[src/hdl/uop_defs.svh]
`ifndef UOP_DEFS_SVH
`define UOP_DEFS_SVH

// tag and thread mask carried by every instruction on the issue path
`define UOP_UUID_W 8
`define UOP_NUM_THREADS 4

// instruction word and register number widths
`define UOP_INST_W 32
`define UOP_REG_BITS 5

// microcode table layout, four register sets of eight steps each
`define UOP_TABLE_SIZE 32
`define UOP_UPC_BITS 5
`define UOP_STEPS 8

// execution unit codes found in the top bits of the instruction word
`define UOP_EX_BITS 3
`define UOP_EX_TENSOR 3'd5
`define UOP_EX_FMA 3'd2

`endif

[src/hdl/uop_pkg.sv]
`include "uop_defs.svh"

package uop_pkg;

    // one instruction word with two decodings that share ex_type at the top
    // the tensor view applies when ex_type is the tensor code, the scalar view otherwise
    typedef union packed {
        struct packed {
            logic [`UOP_EX_BITS-1:0]  ex_type;
            logic [3:0]               op_type;
            logic [2:0]               op_mod;
            logic [`UOP_REG_BITS-1:0] rd;
            logic [`UOP_REG_BITS-1:0] rs1;
            logic [`UOP_REG_BITS-1:0] rs2;
            logic [`UOP_REG_BITS-1:0] rs3;
            logic [1:0]               pad;
        } scalar;
        struct packed {
            logic [`UOP_EX_BITS-1:0]  ex_type;
            // selects one of the four register sets in the microcode table
            logic [1:0]               set_sel;
            logic [`UOP_REG_BITS-1:0] a_base;
            logic [`UOP_REG_BITS-1:0] b_base;
            logic [`UOP_REG_BITS-1:0] c_base;
            logic [`UOP_REG_BITS-1:0] d_base;
            logic [6:0]               pad;
        } tensor;
    } inst_word_u;

endpackage

[src/hdl/ucode_rom.sv]
`timescale 1ns/1ps

`include "uop_defs.svh"

module ucode_rom (
    input  logic [`UOP_UPC_BITS-1:0] upc,
    output logic [3:0]               op_type,
    output logic [2:0]               op_mod,
    output logic [`UOP_REG_BITS-1:0] rd_off,
    output logic [`UOP_REG_BITS-1:0] rs1_off,
    output logic [`UOP_REG_BITS-1:0] rs2_off,
    output logic [`UOP_REG_BITS-1:0] rs3_off,
    output logic                     last
);

    // one row is {op_type, op_mod, rd_off, rs1_off, rs2_off, rs3_off, last}
    localparam int ROW_W = 4 + 3 + 4 * `UOP_REG_BITS + 1;

    logic [ROW_W-1:0] row;

    // set s, step k sits at 8s+k
    // rd and rs3 walk the accumulator pair of the set, rs1 the A pair, rs2 the B column
    always_comb begin
        case (upc)
            // set 0
            5'd0:  row = {4'h9, 3'd0, 5'd0, 5'd0, 5'd0, 5'd0, 1'b0};
            5'd1:  row = {4'h9, 3'd1, 5'd1, 5'd1, 5'd0, 5'd1, 1'b0};
            5'd2:  row = {4'h9, 3'd2, 5'd0, 5'd0, 5'd1, 5'd0, 1'b0};
            5'd3:  row = {4'h9, 3'd3, 5'd1, 5'd1, 5'd1, 5'd1, 1'b0};
            5'd4:  row = {4'h9, 3'd4, 5'd0, 5'd0, 5'd2, 5'd0, 1'b0};
            5'd5:  row = {4'h9, 3'd5, 5'd1, 5'd1, 5'd2, 5'd1, 1'b0};
            5'd6:  row = {4'h9, 3'd6, 5'd0, 5'd0, 5'd3, 5'd0, 1'b0};
            5'd7:  row = {4'h9, 3'd7, 5'd1, 5'd1, 5'd3, 5'd1, 1'b1};
            // set 1
            5'd8:  row = {4'h9, 3'd0, 5'd2, 5'd2, 5'd0, 5'd2, 1'b0};
            5'd9:  row = {4'h9, 3'd1, 5'd3, 5'd3, 5'd0, 5'd3, 1'b0};
            5'd10: row = {4'h9, 3'd2, 5'd2, 5'd2, 5'd1, 5'd2, 1'b0};
            5'd11: row = {4'h9, 3'd3, 5'd3, 5'd3, 5'd1, 5'd3, 1'b0};
            5'd12: row = {4'h9, 3'd4, 5'd2, 5'd2, 5'd2, 5'd2, 1'b0};
            5'd13: row = {4'h9, 3'd5, 5'd3, 5'd3, 5'd2, 5'd3, 1'b0};
            5'd14: row = {4'h9, 3'd6, 5'd2, 5'd2, 5'd3, 5'd2, 1'b0};
            5'd15: row = {4'h9, 3'd7, 5'd3, 5'd3, 5'd3, 5'd3, 1'b1};
            // set 2
            5'd16: row = {4'h9, 3'd0, 5'd4, 5'd4, 5'd0, 5'd4, 1'b0};
            5'd17: row = {4'h9, 3'd1, 5'd5, 5'd5, 5'd0, 5'd5, 1'b0};
            5'd18: row = {4'h9, 3'd2, 5'd4, 5'd4, 5'd1, 5'd4, 1'b0};
            5'd19: row = {4'h9, 3'd3, 5'd5, 5'd5, 5'd1, 5'd5, 1'b0};
            5'd20: row = {4'h9, 3'd4, 5'd4, 5'd4, 5'd2, 5'd4, 1'b0};
            5'd21: row = {4'h9, 3'd5, 5'd5, 5'd5, 5'd2, 5'd5, 1'b0};
            5'd22: row = {4'h9, 3'd6, 5'd4, 5'd4, 5'd3, 5'd4, 1'b0};
            5'd23: row = {4'h9, 3'd7, 5'd5, 5'd5, 5'd3, 5'd5, 1'b1};
            // set 3
            5'd24: row = {4'h9, 3'd0, 5'd6, 5'd6, 5'd0, 5'd6, 1'b0};
            5'd25: row = {4'h9, 3'd1, 5'd7, 5'd7, 5'd0, 5'd7, 1'b0};
            5'd26: row = {4'h9, 3'd2, 5'd6, 5'd6, 5'd1, 5'd6, 1'b0};
            5'd27: row = {4'h9, 3'd3, 5'd7, 5'd7, 5'd1, 5'd7, 1'b0};
            5'd28: row = {4'h9, 3'd4, 5'd6, 5'd6, 5'd2, 5'd6, 1'b0};
            5'd29: row = {4'h9, 3'd5, 5'd7, 5'd7, 5'd2, 5'd7, 1'b0};
            5'd30: row = {4'h9, 3'd6, 5'd6, 5'd6, 5'd3, 5'd6, 1'b0};
            5'd31: row = {4'h9, 3'd7, 5'd7, 5'd7, 5'd3, 5'd7, 1'b1};
            default: begin
                row = '0;
            end
        endcase
    end

    assign {op_type, op_mod, rd_off, rs1_off, rs2_off, rs3_off, last} = row;

endmodule

[src/hdl/uop_compose.sv]
`timescale 1ns/1ps

`include "uop_defs.svh"

module uop_compose (
    input  logic                     seq_active,
    input  uop_pkg::inst_word_u      in_inst,
    input  logic [3:0]               op_type,
    input  logic [2:0]               op_mod,
    input  logic [`UOP_REG_BITS-1:0] rd_off,
    input  logic [`UOP_REG_BITS-1:0] rs1_off,
    input  logic [`UOP_REG_BITS-1:0] rs2_off,
    input  logic [`UOP_REG_BITS-1:0] rs3_off,
    output uop_pkg::inst_word_u      out_inst
);

    import uop_pkg::*;

    inst_word_u uop_word;

    logic [`UOP_REG_BITS-1:0] rd_sum;
    logic [`UOP_REG_BITS-1:0] rs1_sum;
    logic [`UOP_REG_BITS-1:0] rs2_sum;
    logic [`UOP_REG_BITS-1:0] rs3_sum;

    // register numbers wrap around the 32-entry register file
    assign rd_sum  = in_inst.tensor.d_base + rd_off;
    assign rs1_sum = in_inst.tensor.a_base + rs1_off;
    assign rs2_sum = in_inst.tensor.b_base + rs2_off;
    assign rs3_sum = in_inst.tensor.c_base + rs3_off;

    // the micro-op is an ordinary scalar FMA word as seen by the next stage
    always_comb begin
        uop_word                = '0;
        uop_word.scalar.ex_type = `UOP_EX_FMA;
        uop_word.scalar.op_type = op_type;
        uop_word.scalar.op_mod  = op_mod;
        uop_word.scalar.rd      = rd_sum;
        uop_word.scalar.rs1     = rs1_sum;
        uop_word.scalar.rs2     = rs2_sum;
        uop_word.scalar.rs3     = rs3_sum;
    end

    // outside a sequence the incoming word goes through untouched
    assign out_inst = seq_active ? uop_word : in_inst;

endmodule

[src/hdl/uop_ctrl_fsm.sv]
`timescale 1ns/1ps

`include "uop_defs.svh"

module uop_ctrl_fsm (
    input  logic                     clk,
    input  logic                     reset,
    input  logic                     in_valid,
    input  uop_pkg::inst_word_u      in_inst,
    input  logic                     out_ready,
    input  logic                     last,
    output logic                     in_ready,
    output logic                     out_valid,
    output logic                     seq_active,
    output logic                     upc_load,
    output logic                     upc_advance,
    output logic [`UOP_UPC_BITS-1:0] entry
);

    localparam logic STATE_IDLE = 1'b0;
    localparam logic STATE_SEQ  = 1'b1;

    logic state;
    logic state_next;
    logic is_tensor;
    logic start;
    logic uop_fire;

    assign is_tensor = (in_inst.tensor.ex_type == `UOP_EX_TENSOR);

    // a tensor word waiting in idle starts sequencing in the same cycle
    assign start = (state == STATE_IDLE) && in_valid && is_tensor;

    assign seq_active = start || (state == STATE_SEQ);

    // each register set owns eight consecutive table entries
    assign entry = `UOP_UPC_BITS'(`UOP_STEPS * in_inst.tensor.set_sel);

    assign upc_load = start;

    // the input is held while its micro-ops are emitted, so valid stays high
    assign out_valid = seq_active ? 1'b1 : in_valid;

    assign uop_fire    = seq_active && out_ready;
    assign upc_advance = uop_fire;

    // the tensor word is consumed together with its final micro-op
    assign in_ready = seq_active ? (uop_fire && last) : out_ready;

    always_comb begin
        state_next = state;
        case (state)
            STATE_IDLE: begin
                if (start) begin
                    if (uop_fire && last) begin
                        state_next = STATE_IDLE;
                    end else begin
                        state_next = STATE_SEQ;
                    end
                end
            end
            STATE_SEQ: begin
                // back to idle right after the last step so a new word can start at once
                if (uop_fire && last) begin
                    state_next = STATE_IDLE;
                end
            end
            default: begin
                state_next = STATE_IDLE;
            end
        endcase
    end

    always_ff @(posedge clk) begin
        if (reset) begin
            state <= STATE_IDLE;
        end else begin
            state <= state_next;
        end
    end

endmodule

[src/hdl/uop_sequencer_top.sv]
`timescale 1ns/1ps

`include "uop_defs.svh"

module uop_sequencer_top (
    input  logic                        clk,
    input  logic                        reset,

    input  logic                        in_valid,
    output logic                        in_ready,
    input  logic [`UOP_UUID_W-1:0]      in_uuid,
    input  logic [`UOP_NUM_THREADS-1:0] in_tmask,
    input  uop_pkg::inst_word_u         in_inst,

    output logic                        out_valid,
    input  logic                        out_ready,
    output logic [`UOP_UUID_W-1:0]      out_uuid,
    output logic [`UOP_NUM_THREADS-1:0] out_tmask,
    output uop_pkg::inst_word_u         out_inst
);

    logic                     seq_active;
    logic                     upc_load;
    logic                     upc_advance;
    logic [`UOP_UPC_BITS-1:0] entry;
    logic [`UOP_UPC_BITS-1:0] upc;
    logic [3:0]               op_type;
    logic [2:0]               op_mod;
    logic [`UOP_REG_BITS-1:0] rd_off;
    logic [`UOP_REG_BITS-1:0] rs1_off;
    logic [`UOP_REG_BITS-1:0] rs2_off;
    logic [`UOP_REG_BITS-1:0] rs3_off;
    logic                     last;

    // every micro-op inherits the tag and thread mask of its parent
    assign out_uuid  = in_uuid;
    assign out_tmask = in_tmask;

    uop_ctrl_fsm i_uop_ctrl_fsm (
        .clk         (clk),
        .reset       (reset),
        .in_valid    (in_valid),
        .in_inst     (in_inst),
        .out_ready   (out_ready),
        .last        (last),
        .in_ready    (in_ready),
        .out_valid   (out_valid),
        .seq_active  (seq_active),
        .upc_load    (upc_load),
        .upc_advance (upc_advance),
        .entry       (entry)
    );

    upc_counter i_upc_counter (
        .clk         (clk),
        .reset       (reset),
        .upc_load    (upc_load),
        .upc_advance (upc_advance),
        .entry       (entry),
        .upc         (upc)
    );

    ucode_rom i_ucode_rom (
        .upc     (upc),
        .op_type (op_type),
        .op_mod  (op_mod),
        .rd_off  (rd_off),
        .rs1_off (rs1_off),
        .rs2_off (rs2_off),
        .rs3_off (rs3_off),
        .last    (last)
    );

    uop_compose i_uop_compose (
        .seq_active (seq_active),
        .in_inst    (in_inst),
        .op_type    (op_type),
        .op_mod     (op_mod),
        .rd_off     (rd_off),
        .rs1_off    (rs1_off),
        .rs2_off    (rs2_off),
        .rs3_off    (rs3_off),
        .out_inst   (out_inst)
    );

endmodule

[src/hdl/upc_counter.sv]
`timescale 1ns/1ps

`include "uop_defs.svh"

module upc_counter (
    input  logic                     clk,
    input  logic                     reset,
    input  logic                     upc_load,
    input  logic                     upc_advance,
    input  logic [`UOP_UPC_BITS-1:0] entry,
    output logic [`UOP_UPC_BITS-1:0] upc
);

    logic [`UOP_UPC_BITS-1:0] upc_r;
    logic [`UOP_UPC_BITS-1:0] upc_next;

    // the entry point bypasses the register so step zero is on the output
    // in the same cycle the tensor word arrives
    assign upc = upc_load ? entry : upc_r;

    always_comb begin
        if (upc_advance) begin
            // sequences are laid out contiguously, the next step is always one up
            upc_next = upc + `UOP_UPC_BITS'(1);
        end else begin
            // under back-pressure the current step is kept, including a fresh entry point
            upc_next = upc;
        end
    end

    always_ff @(posedge clk) begin
        if (reset) begin
            upc_r <= '0;
        end else begin
            upc_r <= upc_next;
        end
    end

endmodule

[config.mk]
export PLATFORM = sky130hd
export DESIGN_NAME = uop_sequencer_top
export DESIGN_NICKNAME = d
export VERILOG_FILES = /design/src/hdl/uop_pkg.sv /design/src/hdl/ucode_rom.sv /design/src/hdl/uop_compose.sv /design/src/hdl/uop_ctrl_fsm.sv /design/src/hdl/uop_sequencer_top.sv /design/src/hdl/upc_counter.sv
export VERILOG_INCLUDE_DIRS = /design/src /design/src/hdl
export SDC_FILE = /design/constraint.sdc
export NUM_CORES = 1
export LEC_CHECK = 0
export BUFFER_PORTS_ARGS = -buffer_cell sky130_fd_sc_hd__buf_2
export CAP_MARGIN = 0
export CELL_PAD_IN_SITES_DETAIL_PLACEMENT = 1
export CELL_PAD_IN_SITES_GLOBAL_PLACEMENT = 2
export CORE_UTILIZATION = 19
export CTS_BUF_LIST = sky130_fd_sc_hd__clkbuf_4 sky130_fd_sc_hd__clkbuf_8 sky130_fd_sc_hd__clkbuf_16
export DETAILED_ROUTE_END_ITERATION = 6
export MAX_ROUTING_LAYER = met4
export PLACE_DENSITY = 0.91
export SLEW_MARGIN = 30
export SYNTH_ARGS = -nofsm -noshare
export SYNTH_HDL_FRONTEND = slang
export SYNTH_SLANG_ARGS = --single-unit
[constraint.sdc]
create_clock -name clk -period 2.77 [get_ports clk]
set_input_delay 0.277 -clock clk [delete_from_list [all_inputs] [get_ports clk]]
set_output_delay 0.277 -clock clk [all_outputs]
set_load 0.05 [all_outputs]
After elaboration in Yosys (flattened, before gate mapping):

Memories as Yosys holds them, arrays and structs flattened.
Index checks and enable logic that the tools add are counted.

* memories: 1
* register bits: 6
* memory bits (read-only): 480
* logic and storage cells: 23
* input bits: 48
* output and inout port bits: 46

* add/sub/neg operators: 5
* reductions and logical operators: 5
* bitwise logic cells: 1
* equal/unequal tests: 1
* muxes and demuxes: 8

Memory list
* (no name shown): depth 32, bits a word 15, read ports 1, clocked after memory_dff 0, write ports 0, line ucode_rom.sv:24 `case (upc)`

Operators by type and width (number)
* $mux 32: 1
* $add 5x5->5: 4
* $mux 5: 2
* $add 5x1->5 const B: 1
* $logic_and 1x1->1: 4
* $mux 1: 4
* $eq 3x3->1 const B: 1
* $pmux 1 s2: 1
* $logic_or 1x1->1: 1
* $not 1->1: 1

Logic depth before layout (Yosys ltp):

* word-level depth: 9
* mapped depth: 10
* depth with buffers taken out: 9

Hierarchy:

Synthesis repeated with hierarchy kept, for this count alone.

* cell total of the unflattened synthesis: 229
* area total of the unflattened synthesis: 1831.8 um^2

Modules (own cells, without submodules)
* uop_compose: cells an instance 140, area an instance 1071.0 um^2, sequential area each 0.0 um^2, instances 1
* upc_counter: cells an instance 31, area an instance 316.6 um^2, sequential area each 100.1 um^2, instances 1
* ucode_rom: cells an instance 30, area an instance 216.5 um^2, sequential area each 0.0 um^2, instances 1
* uop_ctrl_fsm: cells an instance 16, area an instance 137.6 um^2, sequential area each 20.0 um^2, instances 1
* uop_sequencer_top: cells an instance 12, area an instance 90.1 um^2, sequential area each 0.0 um^2, instances 1

Least setup slack after synthesis:

OpenSTA, ideal clock, no wires.

* path type: reg-to-output
* start: register i_uop_ctrl_fsm.state
* end: output port out_inst[20] in the netlist's numbering
* buffers on the path: 1
* data arrival time: 2931 ps
* required time: 2493 ps
* stages on the path, launching flop included: 10
* path slack: -438 ps
* cells stage by stage: dfxtp_1 > nand2b_4 > or2_1 > buf_6 > mux2_4 > ha_1 > a21o_1 > a21oi_1 > xor2_1 > o21ai_0

RTL lines
* start: declaration: line uop_ctrl_fsm.sv:23 `logic state;`
* start signal: assignment: line uop_ctrl_fsm.sv:78 `state <= state_next;`
* end: declaration: line uop_sequencer_top.sv:19 `output uop_pkg::inst_word_u out_inst`

==> flow_summary.toml <==
[timing]
fin_worst_skew_ns = 0.00111
slew_headroom_pct = 69.6
rsz0062_at_grt = "yes"
setup_slack_ns = 0.0640
fmax_mhz = 370
post-route-period-util_pct = 97.7
drv_slew = 0
worstMarginPinSlew_ns = 0.456
hold_viol_final = 0
fin_crit_ns = 2.71
setup_viol = 0

[global_route]
grt_start_max_net_pins = 20
grt_usage_pct = 12.3
grt_pass1_wl_um = 6090
grt.overflow.total = 0
grt_antenna_before_repair = 0
grt_pass1_vias = 1278

[yosys]
synthTopCellsByArea = "ha_1 13%, nand2_1 11%, dfxtp_1 9.9%"
synth_edf_count = 0
syn_nets = 235
synth_top_cell_by_area = "ha_1"
synthTopCellsByCount = "35 x nand2_1, 15 x a21oi_1, 13 x ha_1, 13 x o21ai_0, 12 x buf_4"
syn_area_mm2 = 0.00121
yosysSeqAreaShare_pct = 9.89
synth-async-reset-ratio_pct = 0
syn_inst = 170
yosysTopAreaCellShare_pct = 13.4
yosysMostFrequentCell = "nand2_1"
ys_types = 31
synth_seq_cells = 6
synth_warnings = 0
syn_avg_cell_area_um2 = 7.15
synthFlopType = "dfxtp_1"

[clock_network]
ctsHoldBuffers = 0
tritoncts = "done"
cts_buffers = 3
clock_path_buffers = 2
cts-htree-levels = 1
clk_latency_ns = 0.23
cts_sinks = 6
root_buffer = "clkbuf_8"
cts.reportedPaths.clkPinSlew_ns = 0.04

[die]
dieArea_mm2 = 0.00672
initial_utilization_pct = 20.0
ios = 94
std_cell_rows = 28
die_width_um = 82.0
die_h_um = 82.0
core_mm2 = 0.00606

[place]
postPlaceCellArea_mm2 = 0.00163
post-dp-hpwl_um = 3320
place_ws_ns = -0.00937
io_buffers = 69
place_congestion = 0.790

[route]
avgViaCountPerCell = 4.41
drt_iter0_drc = 19
vias = 1350
drt-total-wl_um = 3910
drtPass1Iterations = 4
drc = 0
routedWlPerCell_um = 12.8
postRouteAntennaNets = 0

[finish]
syn_to_final_growth_pct = 40.7
final_cell_area_mm2 = 0.00171
diodes = 0
drive_gt1_share_pct = 40.7
num-nets-final = 298

[flow_run]
maxCapViolCount = 0

[setup_path]
critical_path.endpoint = "out_inst[6]"
critPathMaxFanout = 7
critPathCaptureType = "output port"
reg2reg_to = "i_uop_ctrl_fsm.state$_SDFF_PP0_"
reg2reg_from = "i_uop_ctrl_fsm.state$_SDFF_PP0_"
rrSetupSlack_ns = 1.02
cp-startpoint = "i_uop_ctrl_fsm.state$_SDFF_PP0_"
cp-start-kind = "flip-flop"
critPathKind = "flip-flop to output port"
required_ns = 2.49
cp.arrival_ns = 2.43
worstRegToRegCells = 6

[pwr]
p_leak_nw = 0.883
ir_drop_mv = 0.172
p_per_area_mw_per_mm2 = 340

[outcome]
status = "finished clean"

[worst_hold_path]
hold_class = "input port to flip-flop"
[registers in the layout (all words and copies together), names as in the netlist]
signal,count
i_uop_ctrl_fsm.state,1
i_upc_counter.upc_r,5
[layout make-up]
type	count	area (µm²)
multi-input cells	141	982
clock buffers	3	41.3
inverters	4	15.0
flip-flops and latches	6	120
fillers	782	4350
repair buffers	77	457
well taps	75	93.8
[cell usage in the layout (no fill, tap or decap), types with 2 or more instances in the layout]
cell type,Yosys,layout
buf_12,0,2
mux2_4,4,4
a21oi_2,0,4
fa_1,4,4
o21ai_2,0,2
buf_2,0,63
a21o_1,3,3
xor2_1,5,5
o21ai_0,13,5
o21ai_1,0,6
nor3_1,2,2
buf_4,12,9
or3_1,3,3
clkbuf_8,0,3
nand3b_1,2,2
nand3_1,5,5
nand2_1,35,35
ha_1,13,13
a31oi_1,2,2
buf_6,1,3
xnor2_1,8,8
and2_1,6,6
nor2b_1,5,5
a21oi_1,15,11
nor2_1,8,7
inv_1,4,4
dfxtp_1,6,6
[critical path: stages, from the launching register on]
cell	delay [ns]
dfxtp_1	0.31
nand2b_4	0.14
or2_4	0.25
mux2_4	0.37
fa_1	0.40
a21oi_1	0.18
nor2b_1	0.08
xnor2_1	0.15
a21oi_2	0.15
buf_6	0.17
[worst min path at each step]
stage / startpoint / endpoint / slack, ns / cells past startpoint
after floorplan: out_ready / i_uop_ctrl_fsm.state$_SDFF_PP0_ / 0.38 / 1
after global placement: i_upc_counter.upc_r[1]$_SDFF_PP0_ / i_upc_counter.upc_r[1]$_SDFF_PP0_ / 0.51 / 2
after detailed placement: i_upc_counter.upc_r[1]$_SDFF_PP0_ / i_upc_counter.upc_r[1]$_SDFF_PP0_ / 0.52 / 2
after CTS: reset / i_upc_counter.upc_r[2]$_SDFF_PP0_ / 0.32 / 2
after global routing: reset / i_upc_counter.upc_r[2]$_SDFF_PP0_ / 0.34 / 2
final: reset / i_upc_counter.upc_r[2]$_SDFF_PP0_ / 0.32 / 2
[per-stage QoR]
stage / util [%] / TNS (ns) / cells / power [W] / hold WS (ns)
2_1_floorplan: - / -0.0605 / 170 / 0.000382 / 0.381
3_3_place_gp: 26.9 / 0 / 302 / 0.000432 / 0.510
3_5_place_dp: 26.9 / -0.00937 / 302 / 0.000437 / 0.518
4_1_cts: 28.0 / 0 / 306 / 0.000587 / 0.317
5_1_grt: 28.2 / -0.0687 / 306 / 0.000615 / 0.338
6_report: 28.2 / 0 / 306 / 0.000580 / 0.317
[logic make-up (layout without fill, tap and decap cells)]
logic type      Yosys count  count (layout)  synth area share [%]
xor+xnor                 13              13                  9.37
buf+inv                  23              84                  11.5
flops                     6               6                  9.89
fa+ha+maj                17              17                  20.0
simple gates             72              72                  28.6
mux                       4               4                  4.94
compound gates           35              35                  15.7
[routing by layer]
| layer | wire length, µm | global-route usage, % | share of wire (%) |
|---|---|---|---|
| met4 | 23 | 2.81 | 0.59 |
| met3 | 229 | 2.67 | 5.9 |
| met2 | 1870 | 20.3 | 48 |
| met5 | 0 | - | 0 |
| met1 | 1790 | 15.3 | 46 |
[power breakdown]
part / internal, W / switching [W] / total, W
clock: 0.0000939 / 0.0000440 / 0.000138
sequential: 0.0000887 / 0.00000138 / 0.0000901
combinational: 0.000108 / 0.000244 / 0.000352
total: 0.000291 / 0.000289 / 0.000580
[timing repair]
item,4_1_cts,5_1_grt
gates resized for setup,8,6
gates cloned,0,0
pin swaps,0,0
setup buffers,1,0
setup endpoints to repair,4,5
Note: power is estimated with default switching activity, not from simulation.
